File: config.mk
export PLATFORM = sky130hd
export DESIGN_NAME = cce_link_bridge
export DESIGN_NICKNAME = d
export VERILOG_FILES = /design/src/rtl/cce_link_pkg.sv /design/src/rtl/cce_link_rx.sv /design/src/rtl/cce_link_tx.sv /design/src/rtl/cce_link_out_arb.sv /design/src/rtl/cce_link_mgmt.sv /design/src/rtl/cce_link_bridge.sv
export SDC_FILE = /design/constraint.sdc
export NUM_CORES = 1
export LEC_CHECK = 0
export BUFFER_PORTS_ARGS = -buffer_cell sky130_fd_sc_hd__clkbuf_2
export CORE_MARGIN = 2
export CORE_UTILIZATION = 30
export CTS_CLUSTER_DIAMETER = 120
export CTS_CLUSTER_SIZE = 30
export DETAILED_ROUTE_END_ITERATION = 7
export MAX_ROUTING_LAYER = met4
export PLACE_DENSITY = 0.56
export SETUP_SLACK_MARGIN = 0.1
export SLEW_MARGIN = 0
export SYNTH_ARGS = -nofsm -noshare
export SYNTH_HDL_FRONTEND = slang
export SYNTH_HIERARCHICAL = 1
export SYNTH_SLANG_ARGS = --single-unit
export TNS_END_PERCENT = 5
File: constraint.sdc
create_clock -name bp_clk_i -period 3 [get_ports bp_clk_i]
set_input_delay 0.15 -clock bp_clk_i [delete_from_list [all_inputs] [get_ports bp_clk_i]]
set_output_delay 0.15 -clock bp_clk_i [all_outputs]
set_load 0.005 [all_outputs]
File: src/rtl/cce_link_pkg.sv
// shared widths, types and constants for the engine to mesh bridge
// rtl files use scoped names in their port lists and import the rest
// also holds the block to network word address mapping
package cce_link_pkg;

  localparam int BP_ADDR_WIDTH   = 24;
  localparam int LINK_ADDR_WIDTH = 22;
  localparam int LINK_DATA_WIDTH = 32;
  localparam int BLOCK_WORDS     = 2;
  localparam int BLOCK_WIDTH     = BLOCK_WORDS * LINK_DATA_WIDTH;
  localparam int WORD_BYTES      = LINK_DATA_WIDTH / 8;
  localparam int BLOCK_BYTES     = BLOCK_WORDS * WORD_BYTES;
  localparam int MAX_CREDITS     = 4;
  localparam int CREDIT_WIDTH    = $clog2(MAX_CREDITS + 1);

  typedef logic [BP_ADDR_WIDTH-1:0]       bp_addr_t;
  typedef logic [LINK_ADDR_WIDTH-1:0]     link_addr_t;
  typedef logic [LINK_DATA_WIDTH-1:0]     link_data_t;
  typedef logic [BLOCK_WIDTH-1:0]         block_t;
  typedef logic [$clog2(BLOCK_WORDS)-1:0] word_idx_t;
  typedef logic [CREDIT_WIDTH-1:0]        credit_t;

  localparam word_idx_t LAST_WORD = word_idx_t'(BLOCK_WORDS - 1);

  // management register map
  localparam link_addr_t FREEZE_ADDR = link_addr_t'(0);
  localparam link_addr_t RESET_ADDR  = link_addr_t'(1);

  typedef enum logic [1:0] {
    RX_IDLE,
    RX_SEND,
    RX_WAIT,
    RX_RESP
  } rx_state_t;

  typedef enum logic [1:0] {
    TX_IDLE,
    TX_SEND,
    TX_RESP
  } tx_state_t;

  // word k of the block holding byte address addr
  function automatic link_addr_t link_word_addr(input bp_addr_t  addr,
                                                input word_idx_t k);
    return link_addr_t'((addr & ~bp_addr_t'(BLOCK_BYTES - 1)) / WORD_BYTES)
           + link_addr_t'(k);
  endfunction

endpackage

File: src/rtl/cce_link_rx.sv
// read path of the bridge
// one read command in flight: issues a load per block word, then
// gathers the returned words into a single block data response
`timescale 1ns/100ps

module cce_link_rx (
  input  logic                   bp_clk_i
  , input  logic                 rst_n_i

  , input  cce_link_pkg::bp_addr_t   mem_cmd_addr_i
  , input  logic                     mem_cmd_v_i
  , output logic                     mem_cmd_ready_o

  , output cce_link_pkg::bp_addr_t   mem_data_resp_addr_o
  , output cce_link_pkg::block_t     mem_data_resp_data_o
  , output logic                     mem_data_resp_v_o
  , input  logic                     mem_data_resp_ready_i

  , output cce_link_pkg::link_addr_t rx_pkt_addr_o
  , output logic                     rx_pkt_v_o
  , input  logic                     rx_pkt_yumi_i

  , input  cce_link_pkg::link_data_t ret_data_i
  , input  logic                     ret_v_i
  , output logic                     ret_yumi_o
);

  import cce_link_pkg::*;

  rx_state_t state_q;
  word_idx_t send_idx_q;
  word_idx_t recv_idx_q;
  bp_addr_t  addr_q;
  block_t    block_q;
  logic      ret_take;

  assign mem_cmd_ready_o      = (state_q == RX_IDLE);
  assign rx_pkt_v_o           = (state_q == RX_SEND);
  assign rx_pkt_addr_o        = link_word_addr(addr_q, send_idx_q);
  assign mem_data_resp_v_o    = (state_q == RX_RESP);
  assign mem_data_resp_addr_o = addr_q;
  assign mem_data_resp_data_o = block_q;

  // word 0 may come back while word 1 is still waiting to go out
  assign ret_take   = ret_v_i & ((state_q == RX_SEND) | (state_q == RX_WAIT));
  assign ret_yumi_o = ret_take;

  always_ff @(posedge bp_clk_i or negedge rst_n_i) begin
    if (!rst_n_i) begin
      state_q    <= RX_IDLE;
      send_idx_q <= '0;
      recv_idx_q <= '0;
    end else begin
      if (ret_take) begin
        recv_idx_q <= recv_idx_q + 1'b1;
      end
      case (state_q)
        RX_IDLE: begin
          if (mem_cmd_v_i) begin
            send_idx_q <= '0;
            recv_idx_q <= '0;
            state_q    <= RX_SEND;
          end
        end
        RX_SEND: begin
          if (rx_pkt_yumi_i) begin
            if (send_idx_q == LAST_WORD) begin
              state_q <= RX_WAIT;
            end else begin
              send_idx_q <= send_idx_q + 1'b1;
            end
          end
        end
        RX_WAIT: begin
          if (ret_take && (recv_idx_q == LAST_WORD)) begin
            state_q <= RX_RESP;
          end
        end
        RX_RESP: begin
          if (mem_data_resp_ready_i) begin
            state_q <= RX_IDLE;
          end
        end
        default: state_q <= RX_IDLE;
      endcase
    end
  end

  // returned words land in order, word 0 in the low half
  always_ff @(posedge bp_clk_i) begin
    if (mem_cmd_ready_o && mem_cmd_v_i) begin
      addr_q <= mem_cmd_addr_i;
    end
    if (ret_take) begin
      block_q[recv_idx_q*LINK_DATA_WIDTH +: LINK_DATA_WIDTH] <= ret_data_i;
    end
  end

endmodule

File: src/rtl/cce_link_tx.sv
// write path of the bridge
// splits one data command into word stores and acknowledges it
// once the last store has been taken by the network
`timescale 1ns/100ps

module cce_link_tx (
  input  logic                   bp_clk_i
  , input  logic                 rst_n_i

  , input  cce_link_pkg::bp_addr_t   mem_data_cmd_addr_i
  , input  cce_link_pkg::block_t     mem_data_cmd_data_i
  , input  logic                     mem_data_cmd_v_i
  , output logic                     mem_data_cmd_ready_o

  , output cce_link_pkg::bp_addr_t   mem_resp_addr_o
  , output logic                     mem_resp_v_o
  , input  logic                     mem_resp_ready_i

  , output cce_link_pkg::link_addr_t tx_pkt_addr_o
  , output cce_link_pkg::link_data_t tx_pkt_data_o
  , output logic                     tx_pkt_v_o
  , input  logic                     tx_pkt_yumi_i
);

  import cce_link_pkg::*;

  tx_state_t state_q;
  word_idx_t idx_q;
  bp_addr_t  addr_q;
  block_t    block_q;

  assign mem_data_cmd_ready_o = (state_q == TX_IDLE);
  assign tx_pkt_v_o           = (state_q == TX_SEND);
  assign tx_pkt_addr_o        = link_word_addr(addr_q, idx_q);
  assign tx_pkt_data_o        = block_q[idx_q*LINK_DATA_WIDTH +: LINK_DATA_WIDTH];
  assign mem_resp_v_o         = (state_q == TX_RESP);
  assign mem_resp_addr_o      = addr_q;

  always_ff @(posedge bp_clk_i or negedge rst_n_i) begin
    if (!rst_n_i) begin
      state_q <= TX_IDLE;
      idx_q   <= '0;
    end else begin
      case (state_q)
        TX_IDLE: begin
          if (mem_data_cmd_v_i) begin
            idx_q   <= '0;
            state_q <= TX_SEND;
          end
        end
        TX_SEND: begin
          if (tx_pkt_yumi_i) begin
            if (idx_q == LAST_WORD) begin
              state_q <= TX_RESP;
            end else begin
              idx_q <= idx_q + 1'b1;
            end
          end
        end
        TX_RESP: begin
          if (mem_resp_ready_i) begin
            state_q <= TX_IDLE;
          end
        end
        default: state_q <= TX_IDLE;
      endcase
    end
  end

  always_ff @(posedge bp_clk_i) begin
    if (mem_data_cmd_ready_o && mem_data_cmd_v_i) begin
      addr_q  <= mem_data_cmd_addr_i;
      block_q <= mem_data_cmd_data_i;
    end
  end

endmodule

File: src/rtl/cce_link_out_arb.sv
// shares the network output between the load and store sources
// loads win whenever present; nothing is offered without a credit
`timescale 1ns/100ps

module cce_link_out_arb (
  input  logic                   bp_clk_i
  , input  logic                 rst_n_i

  , input  cce_link_pkg::link_addr_t rx_pkt_addr_i
  , input  logic                     rx_pkt_v_i
  , output logic                     rx_pkt_yumi_o

  , input  cce_link_pkg::link_addr_t tx_pkt_addr_i
  , input  cce_link_pkg::link_data_t tx_pkt_data_i
  , input  logic                     tx_pkt_v_i
  , output logic                     tx_pkt_yumi_o

  , output cce_link_pkg::link_addr_t pkt_addr_o
  , output cce_link_pkg::link_data_t pkt_data_o
  , output logic                     pkt_we_o
  , output logic                     pkt_v_o
  , input  logic                     pkt_ready_i
  , input  logic                     credit_return_i
);

  import cce_link_pkg::*;

  credit_t credits_q;
  logic    has_credit;
  logic    send;

  assign has_credit = (credits_q != '0);

  assign pkt_v_o    = (rx_pkt_v_i | tx_pkt_v_i) & has_credit;
  assign pkt_addr_o = rx_pkt_v_i ? rx_pkt_addr_i : tx_pkt_addr_i;
  // loads carry no payload
  assign pkt_data_o = rx_pkt_v_i ? '0 : tx_pkt_data_i;
  assign pkt_we_o   = ~rx_pkt_v_i & tx_pkt_v_i;

  assign send          = pkt_v_o & pkt_ready_i;
  assign rx_pkt_yumi_o = send & rx_pkt_v_i;
  assign tx_pkt_yumi_o = send & ~rx_pkt_v_i;

  // a send and a return in the same cycle cancel out
  always_ff @(posedge bp_clk_i or negedge rst_n_i) begin
    if (!rst_n_i) begin
      credits_q <= credit_t'(MAX_CREDITS);
    end else begin
      case ({send, credit_return_i})
        2'b10:   credits_q <= credits_q - 1'b1;
        2'b01:   credits_q <= credits_q + 1'b1;
        default: credits_q <= credits_q;
      endcase
    end
  end

endmodule

File: src/rtl/cce_link_mgmt.sv
// freeze and reset control registers for the core
// inbound network requests are always taken at once and answered
// on the returning channel one cycle later, writes return zero
`timescale 1ns/100ps

module cce_link_mgmt (
  input  logic                   bp_clk_i
  , input  logic                 rst_n_i

  , input  logic                     in_v_i
  , input  cce_link_pkg::link_addr_t in_addr_i
  , input  cce_link_pkg::link_data_t in_data_i
  , input  logic                     in_we_i
  , output logic                     in_yumi_o

  , output cce_link_pkg::link_data_t returning_data_o
  , output logic                     returning_v_o

  , output logic                     freeze_o
  , output logic                     reset_o
);

  import cce_link_pkg::*;

  logic       freeze_q;
  logic       reset_q;
  logic       returning_v_q;
  link_data_t returning_data_q;
  link_data_t rd_data;

  assign in_yumi_o        = in_v_i;
  assign returning_v_o    = returning_v_q;
  assign returning_data_o = returning_data_q;
  assign freeze_o         = freeze_q;
  assign reset_o          = reset_q;

  // unmapped addresses read as zero
  always_comb begin
    rd_data = '0;
    if (!in_we_i) begin
      if (in_addr_i == FREEZE_ADDR) begin
        rd_data[0] = freeze_q;
      end else if (in_addr_i == RESET_ADDR) begin
        rd_data[0] = reset_q;
      end
    end
  end

  // core comes out of reset frozen
  always_ff @(posedge bp_clk_i or negedge rst_n_i) begin
    if (!rst_n_i) begin
      freeze_q      <= 1'b1;
      reset_q       <= 1'b0;
      returning_v_q <= 1'b0;
    end else begin
      returning_v_q <= in_v_i;
      if (in_v_i && in_we_i && (in_addr_i == FREEZE_ADDR)) begin
        freeze_q <= in_data_i[0];
      end
      if (in_v_i && in_we_i && (in_addr_i == RESET_ADDR)) begin
        reset_q <= in_data_i[0];
      end
    end
  end

  always_ff @(posedge bp_clk_i) begin
    if (in_v_i) begin
      returning_data_q <= rd_data;
    end
  end

endmodule

File: src/rtl/cce_link_bridge.sv
// top of the engine to mesh bridge
// engine memory port on one side, network endpoint on the other,
// plus the freeze and reset controls driven from the network
`timescale 1ns/100ps

module cce_link_bridge (
  input  logic                   bp_clk_i
  , input  logic                 rst_n_i

  // engine side
  , input  cce_link_pkg::bp_addr_t   mem_cmd_addr_i
  , input  logic                     mem_cmd_v_i
  , output logic                     mem_cmd_ready_o

  , output cce_link_pkg::bp_addr_t   mem_data_resp_addr_o
  , output cce_link_pkg::block_t     mem_data_resp_data_o
  , output logic                     mem_data_resp_v_o
  , input  logic                     mem_data_resp_ready_i

  , input  cce_link_pkg::bp_addr_t   mem_data_cmd_addr_i
  , input  cce_link_pkg::block_t     mem_data_cmd_data_i
  , input  logic                     mem_data_cmd_v_i
  , output logic                     mem_data_cmd_ready_o

  , output cce_link_pkg::bp_addr_t   mem_resp_addr_o
  , output logic                     mem_resp_v_o
  , input  logic                     mem_resp_ready_i

  // network side
  , output cce_link_pkg::link_addr_t pkt_addr_o
  , output cce_link_pkg::link_data_t pkt_data_o
  , output logic                     pkt_we_o
  , output logic                     pkt_v_o
  , input  logic                     pkt_ready_i
  , input  logic                     credit_return_i

  , input  cce_link_pkg::link_data_t ret_data_i
  , input  logic                     ret_v_i
  , output logic                     ret_yumi_o

  , input  logic                     in_v_i
  , input  cce_link_pkg::link_addr_t in_addr_i
  , input  cce_link_pkg::link_data_t in_data_i
  , input  logic                     in_we_i
  , output logic                     in_yumi_o

  , output cce_link_pkg::link_data_t returning_data_o
  , output logic                     returning_v_o

  , output logic                     freeze_o
  , output logic                     reset_o
);

  import cce_link_pkg::*;

  link_addr_t rx_pkt_addr;
  logic       rx_pkt_v;
  logic       rx_pkt_yumi;
  link_addr_t tx_pkt_addr;
  link_data_t tx_pkt_data;
  logic       tx_pkt_v;
  logic       tx_pkt_yumi;

  cce_link_rx rx_i (
    .*
    , .rx_pkt_addr_o (rx_pkt_addr)
    , .rx_pkt_v_o    (rx_pkt_v)
    , .rx_pkt_yumi_i (rx_pkt_yumi)
  );

  cce_link_tx tx_i (
    .*
    , .tx_pkt_addr_o (tx_pkt_addr)
    , .tx_pkt_data_o (tx_pkt_data)
    , .tx_pkt_v_o    (tx_pkt_v)
    , .tx_pkt_yumi_i (tx_pkt_yumi)
  );

  // single network output, loads first
  cce_link_out_arb out_arb_i (
    .*
    , .rx_pkt_addr_i (rx_pkt_addr)
    , .rx_pkt_v_i    (rx_pkt_v)
    , .rx_pkt_yumi_o (rx_pkt_yumi)
    , .tx_pkt_addr_i (tx_pkt_addr)
    , .tx_pkt_data_i (tx_pkt_data)
    , .tx_pkt_v_i    (tx_pkt_v)
    , .tx_pkt_yumi_o (tx_pkt_yumi)
  );

  cce_link_mgmt mgmt_i (
    .*
  );

endmodule

==> impl_results.md, run 1 <==
* CP Cell Sequence: inv_1 -> ha_2 -> buf_4 -> mux2_2 -> clkbuf_2
* Measured slew at the worst slew-check pin at roughly 700 ps
* Net Switching at 0.00289 W
* Crit-path slowest cell: buf_4
* Die span in x at around 170 um
* Most frequent cells in the layout: 355 x clkbuf_2, 177 x edfxtp_1, 123 x dlygate4sd3_1, 67 x nor2b_1, 33 x and2_1
* Initial DRC Count at 260
* Full die area at 28600 um2
* Syn Area/Cell at 16.3 um2
* Placed cells at about 1100
* Max Root-Sink Buffers at 2
* Final worst path period need at roughly 2500 ps
* Final Hold Vio Count at 0
* Post-layout util at ~44%
* MaxCap Viol Count at 0
* R2R depth at 8
* FILL cells at 2474
* Clock Tree Root: clkbuf_16
* Pint at between 0.006 and 0.007 W
* Share of layout cells above drive strength 1 at roughly 48%
* Drt first pass iters at 4
* Met2 usage at between 20% and 30%
* Final ANT Viol Nets at 0
* Via count at ~5300
* Netlist Area Pre-Place at 8180 um2
* Global-route wire length before repair at 29500 um
* Setup violators final at 0
* Row Count at 60
* Seq/Total Area, Yosys at 69.0%
* Clock transition at path regs at approximately 70 ps
* Main flop type after synthesis: edfxtp_1
* Total negative setup slack at 0 ps
* Comb pwr share at 32.9%
* Final Non-Filler Cells at 1297
* Post-CTS Setup Bufs at 0
* FFs w/ async S/R, synth at 6.84%
* Sequential power share at a little over two fifths
* Wire length per cell at between 15 and 20 um
* RSZ-0062 raised after global routing: false
* Die height at 169 um
* Dominant cell type by area after synthesis: edfxtp_1
* Tcrit/Tclk final at a little over four fifths
* Area Growth Syn to Fin at 43.4%
* Crit path kind: flip-flop to primary output
* Critical Path AT at 2370 ps
* Clock network fraction of design power at 25.2%
* Vias in the first global route at 5570
* DP Wirelength at roughly 14000 um
* Total GRT Usage at roughly 14%
* Number of flops mapped to enable cells by yosys at 177
* CTS HTree Levels at 4
* Slew HR at 53.3%
* Flops & latches, synth at 190
* Yosys cell types at 40
* CTS Sinks at 190
* Max IR drop VDD at 339 uV
* CP max stage delay at 540 ps
* Yosys top cell area share at 65.0%
* Lkg Pwr at 5.02 nW
* R2r setup slk at approximately 900 ps
* Sw Ratio at 31.3%
* Clock buffer count from CTS at 17
* Worst path bufs/invs at 3
* Met3 Usage GRT at 4.90%
* Final RePlAce weighted congestion at approximately 0.74
* Timing-limited maximum frequency at between 0.3 and 0.4 GHz
* GR Layer Usage met1 at between 10 and 15%
* CTS tree: done
* Status: finished clean
* Tot Pwr at 0.00924 W
* Syn. warnings at 6
* Crit end category: primary output
* Startpoint types: flip-flop
* Most common cell after layout, fill and taps aside: clkbuf_2
* CP max FO at 56
* DRC Markers at 0
* CP top delay family: buffers and inverters
* Worst skew pair latency at about 430 ps
* P per Cell Area at around 790 nW/um2
* Nets at around 1200
* WL final at 20200 um
* Max-slew violation count at 0
* Input/output buffers at between 300 and 400
* Largest cells by area after synthesis: edfxtp_1 65%, buf_4 7.2%, nor2b_1 5.1%
* CP required at 2850 ps
* Post-Syn Instances at around 500
* Routed vias/inst at 4.12
* Grt ovf at 0
* Number of placed I/O pins at ~420
* Crit path depth at 5
* GR peak layer: met2
* Setup skew after layout at 14.6 ps
* Initial antenna violation count at 1
* Core Area at about 27000 um2
* Initial core utilization at 30.4%
* HP Class: primary input to flip-flop
* Pin count of the biggest net entering global routing at 65
* Hold depth at 2
## through the flow
step / setup WS [ps] / cell area, um2 / hold WS (ps)
6_report: 484 / 11700 / 21.6
4_1_cts: 413 / 11700 / 0.0338
5_1_grt: 359 / 11700 / 2.96
3_3_place_gp: 889 / 9880 / 98.3
2_1_floorplan: 251 / 8300 / -146
3_5_place_dp: 851 / 9880 / 104
## area by class of cell
| cell class | instances | area (um2) | share of cell area (%) |
|---|---|---|---|
| repair buffers | 485 | 3090 | 26.3 |
| inverters | 7 | 26.3 | 0.224 |
| diodes | 1 | 2.50 | 0.0213 |
| flip-flops and latches | 190 | 5650 | 48.1 |
| well taps | 341 | 427 | 3.64 |
| multi-input cells | 241 | 1930 | 16.4 |
| clock buffers | 17 | 425 | 3.63 |
| clock inverters | 15 | 193 | 1.64 |
## final timing paths
path / from / endpoint
max: rx_i/state_q[1] / pkt_addr_o[3]
min: ret_data_i[14] / rx_i/mem_data_resp_data_o[46]
max reg2reg: out_arb_i/credits_q[0] / out_arb_i/credits_q[2]
min reg2reg: tx_i/state_q[1] / tx_i/state_q[0]
max in group asynchronous: rst_n_i / out_arb_i/credits_q[2]
min in group asynchronous: rst_n_i / mgmt_i/returning_v_o
## repair_timing
item,4_1_cts,5_1_grt
hold buffers,123,0
endpoints found under the hold margin,137,0
resized for setup,0,0
## cell usage after synthesis (2+ instances only)
library cell  number
a21oi_1            4
and2_1            34
and3_1             2
buf_12             2
buf_2              2
buf_4             79
buf_6              3
clkbuf_1           6
dfrtp_1           11
dfstp_2            2
edfxtp_1         177
ha_1               8
inv_1              6
mux2_2            31
mux2_4            27
mux2i_1            3
nand2_1            2
nor2_1             8
nor2b_1           67
nor3_1             2
nor4_1             5
xor2_1             2
## registers in the layout, summed over array words and instances (netlist names), 2 cells and up
| signal | flops |
|---|---|
| rx_i/state_q | 2 |
| out_arb_i/credits_q | 3 |
| rx_i/mem_data_resp_data_o | 64 |
| rx_i/mem_data_resp_addr_o | 24 |
| tx_i/state_q | 2 |
| tx_i/block_q | 64 |
| tx_i/mem_resp_addr_o | 24 |
## cells by family (layout without fill, tap and decap cells)
logic type	after synthesis	after routing	synth area share, %
flops	190	190	69.0
simple gates	127	127	9.60
buf+inv	100	524	8.93
mux	61	61	9.59
compound gates	10	10	1.09
fa+ha+maj	9	9	1.47
xor+xnor	3	3	0.321
other cells	1	32	0.0458
## routing by layer
| metal | wire length, um | vias to the layer above |
|---|---|---|
| met1 | 7660 | 2501 |
| met5 | 0 | - |
| li1 | - | 2561 |
| met2 | 10400 | 255 |
| met4 | 411 | 0 |
| met3 | 1730 | 24 |
## power by group through the flow
| stage | Sequential, W | Clock (W) | Combinational, W |
|---|---|---|---|
| 2_1_floorplan | 0.00391 | 0 | 0.00190 |
| 3_5_place_dp | 0.00394 | 0 | 0.00297 |
| 3_3_place_gp | 0.00393 | 0 | 0.00296 |
| 5_1_grt | 0.00395 | 0.00252 | 0.00335 |
| 4_1_cts | 0.00390 | 0.00243 | 0.00311 |
| 6_report | 0.00388 | 0.00233 | 0.00304 |
Note: power is estimated with default switching activity, not from simulation.
==> run 2, diff against run 1 <==
--- a/config.mk
+++ b/config.mk
@@ -12,7 +12,7 @@
 export CTS_CLUSTER_SIZE = 30
 export DETAILED_ROUTE_END_ITERATION = 7
 export MAX_ROUTING_LAYER = met4
-export PLACE_DENSITY = 0.56
+export PLACE_DENSITY = 0.54
 export SETUP_SLACK_MARGIN = 0.1
 export SLEW_MARGIN = 0
 export SYNTH_ARGS = -nofsm -noshare
==> constraint.sdc (replaced) <==
create_clock -name bp_clk_i -period 2.4 [get_ports bp_clk_i]
set_input_delay 0.12 -clock bp_clk_i [delete_from_list [all_inputs] [get_ports bp_clk_i]]
set_output_delay 0.12 -clock bp_clk_i [all_outputs]
set_load 0.005 [all_outputs]
==> run 2 against run 1 <==
Combinational power increased by 29%. Clock skew decreased by 1.1 ps. First-iteration DRC count decreased by 29%. Utilization increased by 0.99 points. Highest routed layer unchanged.
==> impl_results.md, run 2 (synthesis gave the netlist of run 1 again) <==
* Cts repair resizes at 0 (unchanged)
* Pin count of the biggest net entering global routing at 89 (+37%)
* CTS HTree Levels at 4 (unchanged)
* CTS Sinks at 190 (unchanged)
* Lkg Pwr at 5.13 nW (+2.2%)
* Area Growth Syn to Fin at 46.6%
* Max IR drop VDD at 528 uV (+56%)
* CP max stage delay at 420 ps (-120 ps)
* Timing-limited maximum frequency at 0.463 GHz
* Routed length on met1 at 8170 um (+6.7%)
* Metal2 WL at 10400 um (-0.30%)
* Row Count at 60 (unchanged)
* Most frequent cells in the layout: 355 x clkbuf_2, 177 x edfxtp_1, 149 x dlygate4sd3_1, 67 x nor2b_1, 33 x and2_1
* Hold depth at 2 (unchanged)
* Startpoint types: flip-flop
* Max-slew violation count at 0 (unchanged)
* WHS at 30.9 ps (+9.34 ps)
* DP Wirelength at 14300 um (-0.28%)
* Full die area at 28600 um2 (unchanged)
* Tcrit/Tclk final at 90.0%
* Clock transition at path regs at 70 ps (about the same)
* Core Area at 26900 um2 (unchanged)
* Max Root-Sink Buffers at 2 (unchanged)
* Most common cell after layout, fill and taps aside: clkbuf_2
* CP max FO at 59 (+5.4%)
* Final worst path period need at 2160 ps
* Wire length per cell at 15.5 um (-0.49%)
* Vias in the first global route at 5649 (+1.4%)
* Post-layout util at 44.6% (+0.99 points)
* Measured slew at the worst slew-check pin at 537 ps (-163 ps)
* FILL cells at 2455 (-0.77%)
* Initial core utilization at 30.4% (unchanged)
* Final ANT Viol Nets at 0 (unchanged)
* Setup violators final at 0 (unchanged)
* Final RePlAce weighted congestion at 0.775 (+4.6%)
* Status: finished clean
* CTS tree: done
* Setup skew after layout at 13.5 ps (-1.14 ps)
* R2R depth at 8 (unchanged)
* CP required at 2280 ps (-570 ps)
* Clock Tree Root: clkbuf_16
* Initial antenna violation count at 2 (+1)
* Met3 wire length at 1630 um (-5.7%)
* Crit end category: primary output
* DRC Markers at 0 (unchanged)
* MaxCap Viol Count at 0 (unchanged)
* Final Hold Vio Count at 0 (unchanged)
* Crit path kind: flip-flop to primary output
* Drt first pass iters at 4 (unchanged)
* Routed vias/inst at 4.13 (+0.21%)
* Slew HR at 64.2% (+11 points)
* Crit-path slowest cell: dfrtp_1
* Highest routed layer: met4
* Nets at 1187 (+2.3%)
* Share of layout cells above drive strength 1 at 47.1% (-1.3 points)
* Number of placed I/O pins at 418 (unchanged)
* Worst skew pair latency at 420 ps (about the same)
* CP Cell Sequence: inv_1 -> ha_2 -> buf_12 -> mux2_2 -> clkbuf_2
* Post-route cell area at 12000 um2 (+2.3%)
* P per Cell Area at 962 nW/um2 (+22%)
* Clock buffer count from CTS at 17 (unchanged)
* Input/output buffers at 355 (unchanged)
* Critical Path AT at 2040 ps (-330 ps)
* Placed instance area at 9920 um2 (+0.44%)
* WL final at 20500 um (+1.7%)
* Via count at 5468 (+2.4%)
* RSZ-0062 raised after global routing: false
* Global-route wire length before repair at 30600 um (+3.7%)
* Initial DRC Count at 185 (-29%)
* HP Class: primary input to flip-flop
* Total GRT Usage at 14.4% (+0.37 points)
* Die span in x at 169 um (unchanged)
* Grt ovf at 0 (unchanged)
* Die height at 169 um (unchanged)
-- run 2: worst paths after layout --
kind | to | from | slack (ps)
setup / recovery | pkt_addr_o[20] | rx_i/state_q[1] | 240
hold / removal | rx_i/mem_data_resp_data_o[42] | ret_data_i[10] | 30
setup reg to reg | out_arb_i/credits_q[2] | out_arb_i/credits_q[0] | 330
hold reg to reg | tx_i/state_q[0] | tx_i/state_q[1] | 510
max in group asynchronous | out_arb_i/credits_q[2] | rst_n_i | 1930
min in group asynchronous | mgmt_i/reset_o | rst_n_i | 140
-- run 2: stage by stage --
step / cells / setup TNS (ps) / worst slack, ps / power (W)
2_1_floorplan: 531 / -535 / -349 / 0.00726
3_3_place_gp: 1142 / 0 / 361 / 0.00866
3_5_place_dp: 1142 / 0 / 329 / 0.00871
4_1_cts: 1323 / 0 / 208 / 0.0118
5_1_grt: 1325 / 0 / 140 / 0.0122
6_report: 1325 / 0 / 239 / 0.0115
-- run 2: per-layer routing --
layer,up-vias,GRT usage (%)
met5,-,-
met4,0,4.50
met3,19,4.55
met2,249,24.4
met1,2582,16.1
li1,2618,-
-- run 2: area by class of cell --
type	instances	area (um2)	share of cell area (%)
Sequential cell	190	5640	47.0
Clock inverter	14	149	1.24
Timing Repair Buffer	512	3390	28.3
Tap cell	341	427	3.56
Clock buffer	18	429	3.58
Antenna cell	2	5.00	0.0417
Inverter	7	26.3	0.219
Multi-Input combinational cell	241	1930	16.1
-- run 2: repair_timing --
item                                   in CTS  in global routing
setup buffers                               0                  0
endpoints found under the hold margin     190                  0
hold buffers                              149                  0
-- run 2: power by group --
| group | switching, W | total [W] | internal, W | leakage, nW |
|---|---|---|---|---|
| combinational | 0.00194 | 0.00393 | 0.00198 | 3.05 |
| clock | 0.00139 | 0.00279 | 0.00140 | 0.284 |
| sequential | 0.000287 | 0.00483 | 0.00454 | 1.79 |
| total | 0.00362 | 0.0115 | 0.00792 | 5.13 |
-- run 2: critical path, delay by kind of cell (launching register included) --
family	cells	cell delay (ps)
adder cells (fa/ha/maj)	1	240
buffers and inverters	3	510
flip-flops	1	420
multiplexers	1	390
